==> src/design/pcie_queue_pkg.sv <==
package pcie_queue_pkg;

// queue table geometry
localparam int app_idx_width     = 2;
localparam int queue_table_depth = 2 ** app_idx_width;
localparam int reg_width         = 32;
localparam int rb_awidth         = 32;
localparam int kmem_width        = 2 * reg_width;

// host register page
localparam int pcie_addr_width = 16;
localparam int page_lsb        = 12;
localparam int dwords_per_word = 16;
localparam int page_word_width = dwords_per_word * reg_width;
localparam int bytes_per_dword = reg_width / 8;
localparam int byteen_width    = page_word_width / 8;

// dword offsets inside a page, also the order of the table fields
localparam int reg_tail     = 0;
localparam int reg_head     = 1;
localparam int reg_kmem_lo  = 2;
localparam int reg_kmem_hi  = 3;
localparam int table_fields = 4;

// status bus
localparam int stat_addr_width = 30;
localparam int stat_awidth     = 4;
localparam logic [stat_awidth-1:0] stat_block_pcie = 'd2;
localparam int rb_size_width   = 26;

// queue switch and tail write-back machine
typedef enum logic [2:0] {
    IDLE,
    WAIT_DMA,
    RAM_DELAY_1,
    RAM_DELAY_2,
    SWITCH_QUEUE
} ctx_state_e;

// one 512-bit host word, seen as raw dwords or as the queue registers
typedef union packed {
    logic [dwords_per_word-1:0][reg_width-1:0] dw;
    struct packed {
        logic [page_word_width-table_fields*reg_width-1:0] pad;
        logic [reg_width-1:0] kmem_hi;
        logic [reg_width-1:0] kmem_lo;
        logic [reg_width-1:0] head;
        logic [reg_width-1:0] tail;
    } f;
} page_word_u;

// a dword counts as written only with all of its byte enables set
function automatic logic dword_full(
    input logic [byteen_width-1:0] be,
    input int                      idx
);
    return &be[idx*bytes_per_dword +: bytes_per_dword];
endfunction

endpackage

==> src/design/queue_table_ram.sv <==
`timescale 1ns/100ps

module queue_table_ram
    import pcie_queue_pkg::*;
#(
    parameter int data_width = reg_width
) (
    input  logic                     clock,
    input  logic [app_idx_width-1:0] address_a,
    input  logic [app_idx_width-1:0] address_b,
    input  logic [data_width-1:0]    data_a,
    input  logic [data_width-1:0]    data_b,
    input  logic                     rden_a,
    input  logic                     rden_b,
    input  logic                     wren_a,
    input  logic                     wren_b,
    output logic [data_width-1:0]    q_a,
    output logic [data_width-1:0]    q_b
);

logic [data_width-1:0]    mem [queue_table_depth];
logic [app_idx_width-1:0] address_a_r;
logic [app_idx_width-1:0] address_b_r;
logic                     rden_a_r;
logic                     rden_b_r;

// port b wins when both ports write the same entry
always_ff @(posedge clock) begin
    if (wren_a) begin
        mem[address_a] <= data_a;
    end
    if (wren_b) begin
        mem[address_b] <= data_b;
    end
end

// address stage, then output stage: data two cycles after rden
always_ff @(posedge clock) begin
    address_a_r <= address_a;
    address_b_r <= address_b;
    rden_a_r    <= rden_a;
    rden_b_r    <= rden_b;
    if (rden_a_r) begin
        q_a <= mem[address_a_r];
    end
    if (rden_b_r) begin
        q_b <= mem[address_b_r];
    end
end

endmodule

==> src/design/queue_table.sv <==
`timescale 1ns/100ps

module queue_table
    import pcie_queue_pkg::*;
(
    input  logic                       pcie_clk,
    input  logic                       pcie_reset_n,

    // host register page
    input  logic [pcie_addr_width-1:0] pcie_address,
    input  logic                       pcie_write,
    input  logic                       pcie_read,
    input  logic [page_word_width-1:0] pcie_writedata,
    input  logic [byteen_width-1:0]    pcie_byteenable,
    output logic [page_word_width-1:0] pcie_readdata,
    output logic                       pcie_readdatavalid,

    // port a, owned by the queue context
    input  logic [app_idx_width-1:0]   ctx_queue,
    input  logic                       ctx_rd_en,
    input  logic                       ctx_wr_en,
    input  logic [reg_width-1:0]       ctx_tail_wr_data,
    output logic [reg_width-1:0]       ctx_tail,
    output logic [reg_width-1:0]       ctx_head,
    output logic [kmem_width-1:0]      ctx_kmem
);

logic [app_idx_width-1:0] page_idx;
page_word_u               wr_word;
page_word_u               rd_word;

// single outstanding host read
logic [app_idx_width-1:0] rd_page;
logic                     rd_pending;
logic                     rd_issue;
logic                     rd_issue_r1;
logic                     rd_issue_r2;

logic [app_idx_width-1:0]               addr_b;
logic [table_fields-1:0]                wren_a;
logic [table_fields-1:0]                wren_b;
logic [table_fields-1:0][reg_width-1:0] q_a;
logic [table_fields-1:0][reg_width-1:0] q_b;

assign page_idx = pcie_address[page_lsb +: app_idx_width];
assign wr_word  = pcie_writedata;

// port b is shared, host writes go first and the pending read waits
assign rd_issue = rd_pending && !pcie_write;
assign addr_b   = pcie_write ? page_idx : rd_page;

for (genvar i = 0; i < table_fields; i++) begin : g_field
    // only the tail entry is written back through port a
    assign wren_a[i] = ctx_wr_en && (i == reg_tail);
    // the tail belongs to the dma side, host writes never reach it
    assign wren_b[i] = pcie_write && dword_full(pcie_byteenable, i) && (i != reg_tail);

    queue_table_ram #(
        .data_width (reg_width)
    ) u_ram (
        .clock     (pcie_clk),
        .address_a (ctx_queue),
        .address_b (addr_b),
        .data_a    (ctx_tail_wr_data),
        .data_b    (wr_word.dw[i]),
        .rden_a    (ctx_rd_en),
        .rden_b    (rd_issue),
        .wren_a    (wren_a[i]),
        .wren_b    (wren_b[i]),
        .q_a       (q_a[i]),
        .q_b       (q_b[i])
    );
end

assign ctx_tail = q_a[reg_tail];
assign ctx_head = q_a[reg_head];
assign ctx_kmem = {q_a[reg_kmem_hi], q_a[reg_kmem_lo]};

// response word, upper dwords read as zero
always_comb begin
    rd_word           = '0;
    rd_word.f.tail    = q_b[reg_tail];
    rd_word.f.head    = q_b[reg_head];
    rd_word.f.kmem_lo = q_b[reg_kmem_lo];
    rd_word.f.kmem_hi = q_b[reg_kmem_hi];
end

always_ff @(posedge pcie_clk) begin
    if (!pcie_reset_n) begin
        rd_pending         <= 1'b0;
        rd_issue_r1        <= 1'b0;
        rd_issue_r2        <= 1'b0;
        pcie_readdatavalid <= 1'b0;
    end else begin
        rd_issue_r1        <= rd_issue;
        rd_issue_r2        <= rd_issue_r1;
        pcie_readdatavalid <= rd_issue_r2;
        if (pcie_read) begin
            rd_pending <= 1'b1;
        end else if (rd_issue) begin
            rd_pending <= 1'b0;
        end
    end
end

always_ff @(posedge pcie_clk) begin
    if (pcie_read) begin
        rd_page <= page_idx;
    end
    // table data is on q_b two cycles after issue
    if (rd_issue_r2) begin
        pcie_readdata <= rd_word;
    end
end

endmodule

==> src/design/queue_context.sv <==
`timescale 1ns/100ps

module queue_context
    import pcie_queue_pkg::*;
(
    input  logic                       pcie_clk,
    input  logic                       pcie_reset_n,

    // host writes to the register pages
    input  logic [pcie_addr_width-1:0] pcie_address,
    input  logic                       pcie_write,
    input  logic [page_word_width-1:0] pcie_writedata,
    input  logic [byteen_width-1:0]    pcie_byteenable,

    // dma engine
    input  logic                       dma_start,
    input  logic [app_idx_width-1:0]   dma_queue,
    input  logic                       dma_done,
    input  logic [rb_awidth-1:0]       new_tail,
    output logic [rb_awidth-1:0]       f2c_head,
    output logic [rb_awidth-1:0]       f2c_tail,
    output logic [kmem_width-1:0]      f2c_kmem_addr,
    output logic                       f2c_queue_ready,

    // queue table port a
    output logic [app_idx_width-1:0]   ctx_queue,
    output logic                       ctx_rd_en,
    output logic                       ctx_wr_en,
    output logic [reg_width-1:0]       ctx_tail_wr_data,
    input  logic [reg_width-1:0]       ctx_tail,
    input  logic [reg_width-1:0]       ctx_head,
    input  logic [kmem_width-1:0]      ctx_kmem
);

logic [app_idx_width-1:0] page_idx;
page_word_u               wr_word;
logic                     active_write;
ctx_state_e               state;

// msb set means no queue is loaded yet
logic [app_idx_width:0]   queue_id;

assign page_idx     = pcie_address[page_lsb +: app_idx_width];
assign wr_word      = pcie_writedata;
assign active_write = pcie_write && ({1'b0, page_idx} == queue_id);

always_ff @(posedge pcie_clk) begin
    if (!pcie_reset_n) begin
        state           <= IDLE;
        queue_id        <= '1;
        f2c_queue_ready <= 1'b0;
        ctx_rd_en       <= 1'b0;
        ctx_wr_en       <= 1'b0;
        f2c_head        <= '0;
        f2c_tail        <= '0;
        f2c_kmem_addr   <= '0;
    end else begin
        f2c_queue_ready <= 1'b0;
        ctx_rd_en       <= 1'b0;
        ctx_wr_en       <= 1'b0;

        // host updates to the active queue go straight to the live copy
        if (active_write) begin
            if (dword_full(pcie_byteenable, reg_tail)) begin
                f2c_tail <= wr_word.dw[reg_tail];
            end
            if (dword_full(pcie_byteenable, reg_head)) begin
                f2c_head <= wr_word.dw[reg_head];
            end
            if (dword_full(pcie_byteenable, reg_kmem_lo)) begin
                f2c_kmem_addr[reg_width-1:0] <= wr_word.dw[reg_kmem_lo];
            end
            if (dword_full(pcie_byteenable, reg_kmem_hi)) begin
                f2c_kmem_addr[kmem_width-1:reg_width] <= wr_word.dw[reg_kmem_hi];
            end
        end

        case (state)
            IDLE: begin
                if (dma_start) begin
                    if ({1'b0, dma_queue} == queue_id) begin
                        f2c_queue_ready <= 1'b1;
                        state           <= WAIT_DMA;
                    end else begin
                        // fetch the new queue from the table
                        ctx_queue <= dma_queue;
                        ctx_rd_en <= 1'b1;
                        state     <= RAM_DELAY_1;
                    end
                end
            end
            WAIT_DMA: begin
                if (dma_done) begin
                    f2c_tail         <= new_tail;
                    ctx_queue        <= queue_id[app_idx_width-1:0];
                    ctx_tail_wr_data <= new_tail;
                    ctx_wr_en        <= 1'b1;
                    state            <= IDLE;
                end
            end
            RAM_DELAY_1: begin
                state <= RAM_DELAY_2;
            end
            RAM_DELAY_2: begin
                state <= SWITCH_QUEUE;
            end
            SWITCH_QUEUE: begin
                // ctx_queue still holds the queue being loaded
                f2c_tail        <= ctx_tail;
                f2c_head        <= ctx_head;
                f2c_kmem_addr   <= ctx_kmem;
                queue_id        <= {1'b0, ctx_queue};
                f2c_queue_ready <= 1'b1;
                state           <= WAIT_DMA;
            end
            default: begin
                state <= IDLE;
            end
        endcase
    end
end

endmodule

==> src/design/status_regs.sv <==
`timescale 1ns/100ps

module status_regs
    import pcie_queue_pkg::*;
(
    input  logic                       pcie_clk,
    input  logic                       pcie_reset_n,
    input  logic [stat_addr_width-1:0] status_addr,
    input  logic                       status_read,
    input  logic                       status_write,
    input  logic [reg_width-1:0]       status_writedata,
    output logic [reg_width-1:0]       status_readdata,
    output logic                       status_readdata_valid,
    output logic                       disable_pcie,
    output logic [rb_size_width-1:0]   rb_size
);

logic [stat_addr_width-1:0] status_addr_r;
logic                       status_read_r;
logic                       status_write_r;
logic [reg_width-1:0]       status_writedata_r;
logic [reg_width-1:0]       control_reg;
logic                       block_hit;
logic                       ctrl_hit;

// top bits pick the block, the rest is the register offset
assign block_hit = status_addr_r[stat_addr_width-1 -: stat_awidth] == stat_block_pcie;
assign ctrl_hit  = block_hit && (status_addr_r[stat_addr_width-stat_awidth-1:0] == '0);

always_ff @(posedge pcie_clk) begin
    status_addr_r      <= status_addr;
    status_writedata_r <= status_writedata;
    if (ctrl_hit && status_read_r) begin
        status_readdata <= control_reg;
    end
end

always_ff @(posedge pcie_clk) begin
    if (!pcie_reset_n) begin
        status_read_r         <= 1'b0;
        status_write_r        <= 1'b0;
        status_readdata_valid <= 1'b0;
        control_reg           <= '0;
    end else begin
        status_read_r  <= status_read;
        status_write_r <= status_write;
        // other offsets stay silent
        status_readdata_valid <= ctrl_hit && status_read_r;
        if (ctrl_hit && status_write_r) begin
            control_reg <= status_writedata_r;
        end
    end
end

assign disable_pcie = control_reg[0];
assign rb_size      = control_reg[rb_size_width:1];

endmodule

==> src/design/pcie_queue_top.sv <==
`timescale 1ns/100ps

module pcie_queue_top
    import pcie_queue_pkg::*;
(
    input  logic                       pcie_clk,
    input  logic                       pcie_reset_n,

    // host port
    input  logic [pcie_addr_width-1:0] pcie_address,
    input  logic                       pcie_write,
    input  logic                       pcie_read,
    input  logic [page_word_width-1:0] pcie_writedata,
    input  logic [byteen_width-1:0]    pcie_byteenable,
    output logic [page_word_width-1:0] pcie_readdata,
    output logic                       pcie_readdatavalid,

    // dma engine
    input  logic                       dma_start,
    input  logic [app_idx_width-1:0]   dma_queue,
    input  logic                       dma_done,
    input  logic [rb_awidth-1:0]       new_tail,
    output logic [rb_awidth-1:0]       f2c_head,
    output logic [rb_awidth-1:0]       f2c_tail,
    output logic [kmem_width-1:0]      f2c_kmem_addr,
    output logic                       f2c_queue_ready,

    // status bus
    input  logic [stat_addr_width-1:0] status_addr,
    input  logic                       status_read,
    input  logic                       status_write,
    input  logic [reg_width-1:0]       status_writedata,
    output logic [reg_width-1:0]       status_readdata,
    output logic                       status_readdata_valid,
    output logic                       disable_pcie,
    output logic [rb_size_width-1:0]   rb_size
);

logic [app_idx_width-1:0] ctx_queue;
logic                     ctx_rd_en;
logic                     ctx_wr_en;
logic [reg_width-1:0]     ctx_tail_wr_data;
logic [reg_width-1:0]     ctx_tail;
logic [reg_width-1:0]     ctx_head;
logic [kmem_width-1:0]    ctx_kmem;

queue_table u_queue_table (
    .pcie_clk           (pcie_clk),
    .pcie_reset_n       (pcie_reset_n),
    .pcie_address       (pcie_address),
    .pcie_write         (pcie_write),
    .pcie_read          (pcie_read),
    .pcie_writedata     (pcie_writedata),
    .pcie_byteenable    (pcie_byteenable),
    .pcie_readdata      (pcie_readdata),
    .pcie_readdatavalid (pcie_readdatavalid),
    .ctx_queue          (ctx_queue),
    .ctx_rd_en          (ctx_rd_en),
    .ctx_wr_en          (ctx_wr_en),
    .ctx_tail_wr_data   (ctx_tail_wr_data),
    .ctx_tail           (ctx_tail),
    .ctx_head           (ctx_head),
    .ctx_kmem           (ctx_kmem)
);

queue_context u_queue_context (
    .pcie_clk         (pcie_clk),
    .pcie_reset_n     (pcie_reset_n),
    .pcie_address     (pcie_address),
    .pcie_write       (pcie_write),
    .pcie_writedata   (pcie_writedata),
    .pcie_byteenable  (pcie_byteenable),
    .dma_start        (dma_start),
    .dma_queue        (dma_queue),
    .dma_done         (dma_done),
    .new_tail         (new_tail),
    .f2c_head         (f2c_head),
    .f2c_tail         (f2c_tail),
    .f2c_kmem_addr    (f2c_kmem_addr),
    .f2c_queue_ready  (f2c_queue_ready),
    .ctx_queue        (ctx_queue),
    .ctx_rd_en        (ctx_rd_en),
    .ctx_wr_en        (ctx_wr_en),
    .ctx_tail_wr_data (ctx_tail_wr_data),
    .ctx_tail         (ctx_tail),
    .ctx_head         (ctx_head),
    .ctx_kmem         (ctx_kmem)
);

status_regs u_status_regs (
    .pcie_clk              (pcie_clk),
    .pcie_reset_n          (pcie_reset_n),
    .status_addr           (status_addr),
    .status_read           (status_read),
    .status_write          (status_write),
    .status_writedata      (status_writedata),
    .status_readdata       (status_readdata),
    .status_readdata_valid (status_readdata_valid),
    .disable_pcie          (disable_pcie),
    .rb_size               (rb_size)
);

endmodule

==> config.mk <==
export PLATFORM = sky130hd
export DESIGN_NAME = pcie_queue_top
export DESIGN_NICKNAME = d
export VERILOG_FILES = /design/src/design/pcie_queue_pkg.sv /design/src/design/queue_table_ram.sv /design/src/design/queue_table.sv /design/src/design/queue_context.sv /design/src/design/status_regs.sv /design/src/design/pcie_queue_top.sv
export SDC_FILE = /design/constraint.sdc
export NUM_CORES = 1
export LEC_CHECK = 0
export BUFFER_PORTS_ARGS = -buffer_cell sky130_fd_sc_hd__buf_2
export CORE_AREA = 2 2 543 545
export CTS_BUF_LIST = sky130_fd_sc_hd__clkbuf_2 sky130_fd_sc_hd__clkbuf_4 sky130_fd_sc_hd__clkbuf_8
export CTS_CLUSTER_SIZE = 24
export DETAILED_ROUTE_END_ITERATION = 10
export DIE_AREA = 0 0 545 547
export PLACE_DENSITY_LB_ADDON = 0.08
export SETUP_SLACK_MARGIN = 0.2
export SYNTH_ARGS = -nofsm -noshare
export SYNTH_HDL_FRONTEND = slang
export SYNTH_SLANG_ARGS = --single-unit
==> constraint.sdc <==
create_clock -name pcie_clk -period 9.6 [get_ports pcie_clk]
set_input_delay 0.96 -clock pcie_clk [delete_from_list [all_inputs] [get_ports pcie_clk]]
set_output_delay 0.96 -clock pcie_clk [all_outputs]
set_load 0.05 [all_outputs]
## Yosys cells after proc, flatten, opt, wreduce, memory -nomap -nowiden

Memory sizes are Yosys's and may differ from the RTL's. A register that Yosys moved wholly into a read port is not among the register bits.
Index checks and enable logic that the tools add are counted.
W data, S select, Z words.

| operators by class | value |
|---|---|
| add/sub/neg operators | 0 |
| multipliers | 0 |
| div/mod/pow operators | 0 |
| order comparisons | 0 |
| equal/unequal tests | 10 |
| shifts and indexed selects | 0 |
| mux-type cells | 35 |
| bitwise operators | 0 |
| reduce and logical (&&, ||, !) cells | 29 |

Operators with widths:

| operator | count |
|---|---|
| $mux W32 | 8 |
| $mux W64 | 2 |
| $pmux W32 S2 | 1 |
| $logic_not A26 Y1 | 1 |
| $reduce_and A4 Y1 | 4 |
| $pmux W3 S5 | 1 |
| $mux W1 | 14 |
| $reduce_bool A2 Y1 | 6 |
| $mux W2 | 5 |
| $reduce_and A2 Y1 | 5 |
| $logic_and A1 B1 Y1 | 8 |
| $eq A2 B3 Y1 | 2 |
| $eq A3 B2 Y1 const B | 2 |
| $mux W3 | 2 |
| $ne A2 B2 Y1 const B | 3 |
| $reduce_and A3 Y1 | 2 |
| $reduce_and A5 Y1 | 1 |
| $eq A4 B2 Y1 const B | 1 |
| $pmux W2 S2 | 1 |
| $eq A3 B1 Y1 const B | 1 |
| $eq A3 B3 Y1 const B | 1 |
| $logic_not A3 Y1 | 1 |
| $pmux W1 S2 | 1 |
| $logic_not A1 Y1 | 1 |

| storage, ports and cells | value |
|---|---|
| register bits after elaboration | 440 |
| latch bits | 0 |
| memory bits (writable) | 512 |
| bits in read-only memories | 0 |
| input port bits | 696 |
| output and inout port bits | 702 |
| word-level logic and storage cells | 106 |
| memories | 4 |

Memories:

| name | words | bits a word | read ports | clocked after Yosys merged registers in | wr ports | line | text |
|---|---|---|---|---|---|---|---|
| u_queue_table.g_field[0].u_ram.mem | 4 | 32 | 2 | 2 | 1 | queue_table_ram.sv:21 | `logic [data_width-1:0] mem [queue_table_depth];` |
| u_queue_table.g_field[1].u_ram.mem | 4 | 32 | 2 | 2 | 1 | queue_table_ram.sv:21 |  |
| u_queue_table.g_field[2].u_ram.mem | 4 | 32 | 2 | 2 | 1 | queue_table_ram.sv:21 |  |
| u_queue_table.g_field[3].u_ram.mem | 4 | 32 | 2 | 2 | 1 | queue_table_ram.sv:21 |  |

## Depth between registers and ports, before layout

| depth | value |
|---|---|
| depth in word-level cells | 5 |
| mapped depth | 7 |
| gate-level depth less buffers | 4 |

## By module

Synthesis repeated with hierarchy kept, for this count alone.

| second synthesis, totals | value |
|---|---|
| cells, all modules | 3244 |
| area total of the unflattened synthesis | 54499.8 µm² |

By module, submodules not included:

| module | instances | cells an instance | area each (µm²) | sequential area each (µm²) |
|---|---|---|---|---|
| queue_table_ram | 4 | 428 | 9028.7 | 5885.6 |
| queue_context | 1 | 718 | 7538.5 | 3763.6 |
| queue_table | 1 | 536 | 6966.7 | 3983.8 |
| status_regs | 1 | 278 | 3880.0 | 2902.8 |

## Least setup slack after synthesis

Ideal clock, no wire load.

| timing path | value |
|---|---|
| path type | register to register |
| start | reg u_status_regs.status_addr_r[20] |
| end | reg u_status_regs.status_readdata[0], enable pin |
| library setup time | 0.461 ns |
| arrival time | 3.289 ns |
| required time | 9.139 ns |
| slack | 5.850 ns |
| cell stages (with the launch flop) | 5 |
| buffers on the path | 1 |
| period minus slack after synthesis | 3.750 ns |
| path through | dfxtp_1 nor4_1 nand4_1 clkbuf_1 nor3_1 |

| on the way | value |
|---|---|
| longest elaborated chain between the ends | 3 |

RTL lines:

| what | line | text |
|---|---|---|
| from (decl) | status_regs.sv:18 | `logic [stat_addr_width-1:0] status_addr_r;` |
| from (signal assigned) | status_regs.sv:31 | `status_addr_r <= status_addr;` |
| $logic_not A26 Y1 | status_regs.sv:28 | `assign ctrl_hit = block_hit && (status_addr_r[stat_addr_width-stat_awidth-1:0] == '0);` |
| $logic_and A1 B1 Y1 | status_regs.sv:28 |  |
| $logic_and A1 B1 Y1 | status_regs.sv:33 | `if (ctrl_hit && status_read_r) begin` |
| to (signal assigned) | status_regs.sv:34 | `status_readdata <= control_reg;` |
| to (decl) | status_regs.sv:12 | `output logic [reg_width-1:0] status_readdata,` |

No other way between the ends.
A chain may end at the register's enable or synchronous reset.

## Worst setup path in the final report

| timing path | value |
|---|---|
| start | reg u_queue_table.g_field[0].u_ram.address_b_r[0] |
| end | reg u_queue_table.g_field[0].u_ram.q_b[17], read port of u_queue_table.g_field[0].u_ram.mem (data pin) |

RTL lines:

| what | line | text |
|---|---|---|
| from (decl) | queue_table_ram.sv:23 | `logic [app_idx_width-1:0] address_b_r;` |
| from (signal assigned) | queue_table_ram.sv:40 | `address_b_r <= address_b;` |
| to (decl) | queue_table_ram.sv:18 | `output logic [data_width-1:0] q_b` |

No word-level cell between the ends.

==> out/metrics.yaml <==
status: "finished, final reports clean"
core-area_um2: 293000
tightest_slew_ps: 1140
drive_above_1_share_pct: 37.5
postSynthAreaPerCell_um2: 17.4
synth_top_area_share_pct: 61.3
min_period_ps: 3090
yosysSeqAreaShare_pct: 71.6
ir_worst_vdd_v: 0.0000815
dp.cells: 7078
routed_wl_mm: 182
fp.dieW_um: 545
setup_tns_ps: 0
synth-main-ff-cell: "edfxtp_1"
worstSetupPathType: "reg -> reg"
cts_buffers: 262
synth-seq-cells: 1208
drc: 0
async_flop_share_pct: 0
nNetsFinal: 4175
overflow: 0
yosysWarningCount: 0
synth.distinct_cells: 48
synth_top_area_cell: "edfxtp_1"
place_ws_ps: 6270
vias_per_cell: 3.47
rsz0062_at_grt: "no"
drv_cap: 0
top_register: "u_queue_table.g_field.u_ram.mem"
place.gp.congestion: 0.665
cts_max_path_buffers: 4
die_area_um2: 298000
cp.required_ps: 10230
dp_hpwl_mm: 111
arrival_ps: 3710
ioPinCount: 1398
largest_reg_flops: 512
cts_setup_buffers: 0
fin_ws_ps: 6510
setup_violations: 0
grt_max_degree: 98
grt_pass1_wl_mm: 245
netlist_area_um2: 47200
start_kind: "flip-flop"
clk_latency_ps: 960
cp-end-kind: "flip-flop"
num_vias: 26456
clk_pin_slew_ps: 60
synth_commonest_cells: "edfxtp_1, buf_4, mux4_2, dfxtp_1, nand2_1"
cts.sink_count: 1208
die_h_um: 547
slew_headroom_pct: 24.1
leakagePower_nw: 20.6
clock_skew_ps: 84.1
fin_area_um2: 59400
grtUsageTotal_pct: 11.9
synth.area.top_cells: "edfxtp_1, mux4_2, dfxtp_1"
hp-class: "in -> reg"
synth_edf_count: 964
avgRoutedWirePerCell_um: 23.9
postPlaceCellArea_um2: 53400
first_global_vias: 28526
fillerInstances: 31182
firstDrtPassIters: 5
synth_cells: 2715
cts_tree: "yes"
initial_core_util_pct: 16.1
postRouteAntennaNets: 0
powerDensity_nw_per_um2: 215
fin_crit_sh_pct: 32.1
hold_ws_ps: 177
max_freq_mhz: 324
antenna_found_initial: 56
rows: 199
hold_violations: 0
path_max_fanout: 25
port_buffers: 567
final-max-slew-violation-count: 0
dr.first_iter.drc_count: 1234
synth.most_common_cell: "edfxtp_1"
synthToLayoutAreaGrowth_pct: 25.8
fin_cells: 7621
cts-root-buf: "clkbuf_8"
htree_levels: 5
through the flow:
| stage | utilization (%) | total power [mW] |
|---|---|---|
| after global placement | 18.3 | 6.93 |
| after floorplan | - | 6.73 |
| final | 20.3 | 12.8 |
| after CTS | 20.3 | 13.1 |
| after global routing | 20.3 | 13.4 |
| after detailed placement | 18.3 | 6.92 |
per-layer routing:
| layer | GRT usage [%] | vias up | part of all wire, % |
|---|---|---|---|
| li1 | - | 11423 | - |
| met1 | 13.5 | 13630 | 39 |
| met2 | 20.5 | 1001 | 50 |
| met3 | 4.07 | 372 | 7.7 |
| met4 | 4.17 | 30 | 3.2 |
| met5 | 0 | - | 0.098 |
area by class of cell:
cell class / count / area [µm²] / area share (%)
diodes: 12 / 30.0 / 0.0505
clock buffers: 418 / 5050 / 8.50
clock inverters: 57 / 395 / 0.665
inverters: 6 / 30.0 / 0.0505
multi-input cells: 1320 / 11200 / 18.9
flip-flops and latches: 1208 / 33900 / 57.0
well taps: 3919 / 4900 / 8.25
repair buffers: 681 / 3920 / 6.60
logic make-up (layout without fill, tap and decap cells):
group,count (synthesis),count (layout),share of synthesized area (%)
multiplexers,261,261,12.3
other,1,396,0.00794
buffers and inverters,570,1162,8.02
flip-flops,1208,1208,71.6
AND/OR/NAND/NOR,436,436,4.07
AO/OA/AOI/OAI,235,235,3.88
XOR/XNOR,4,4,0.106
final timing paths:
path         slack (ps)                                     startpoint                                       to  cells after the start
max                6510  u_queue_table.g_field[0].u_ram.address_b_r[0]   u_queue_table.g_field[0].u_ram.q_b[17]                      3
min                 180                            status_writedata[4]      u_status_regs.status_writedata_r[4]                      1
min reg2reg         320                      u_queue_context.ctx_rd_en  u_queue_table.g_field[0].u_ram.rden_a_r                      0
max reg2reg        6510  u_queue_table.g_field[0].u_ram.address_b_r[0]   u_queue_table.g_field[0].u_ram.q_b[17]                      3
timing repair:
item	4_1_cts	5_1_grt
endpoints found under the hold margin	56	0
hold buffers	56	0
resized for setup	0	0
critical path, cell delays in order, from the launching register on:
cell and delay (ps):
dfxtp_4 750, buf_4 610, buf_4 680, mux4_2 610
cell usage in the layout, fill, tap and decap left out, types with 12 or more instances in the layout:
master and n:
o21ai_0 33, nor2_4 14, nor3_1 35, nand2_1 210, dfxtp_1 237, a22oi_1 31
clkbuf_4 112, mux4_2 256, a311oi_1 96, a21oi_1 35, buf_2 567, clkbuf_8 306
dlygate4sd3_1 56, a221o_1 31, nand4_1 37, edfxtp_1 964, diode_2 12, nor2_1 97
conb_1 384, clkinv_2 17, buf_4 51, clkinv_1 19
report_power, final:
group | internal [mW] | leakage (nW) | switching (mW)
registers | 5.76 | 10.7 | 0.0734
clock network | 3.42 | 2.90 | 2.54
logic | 0.240 | 6.99 | 0.727
(Power assumes the default switching activity.)
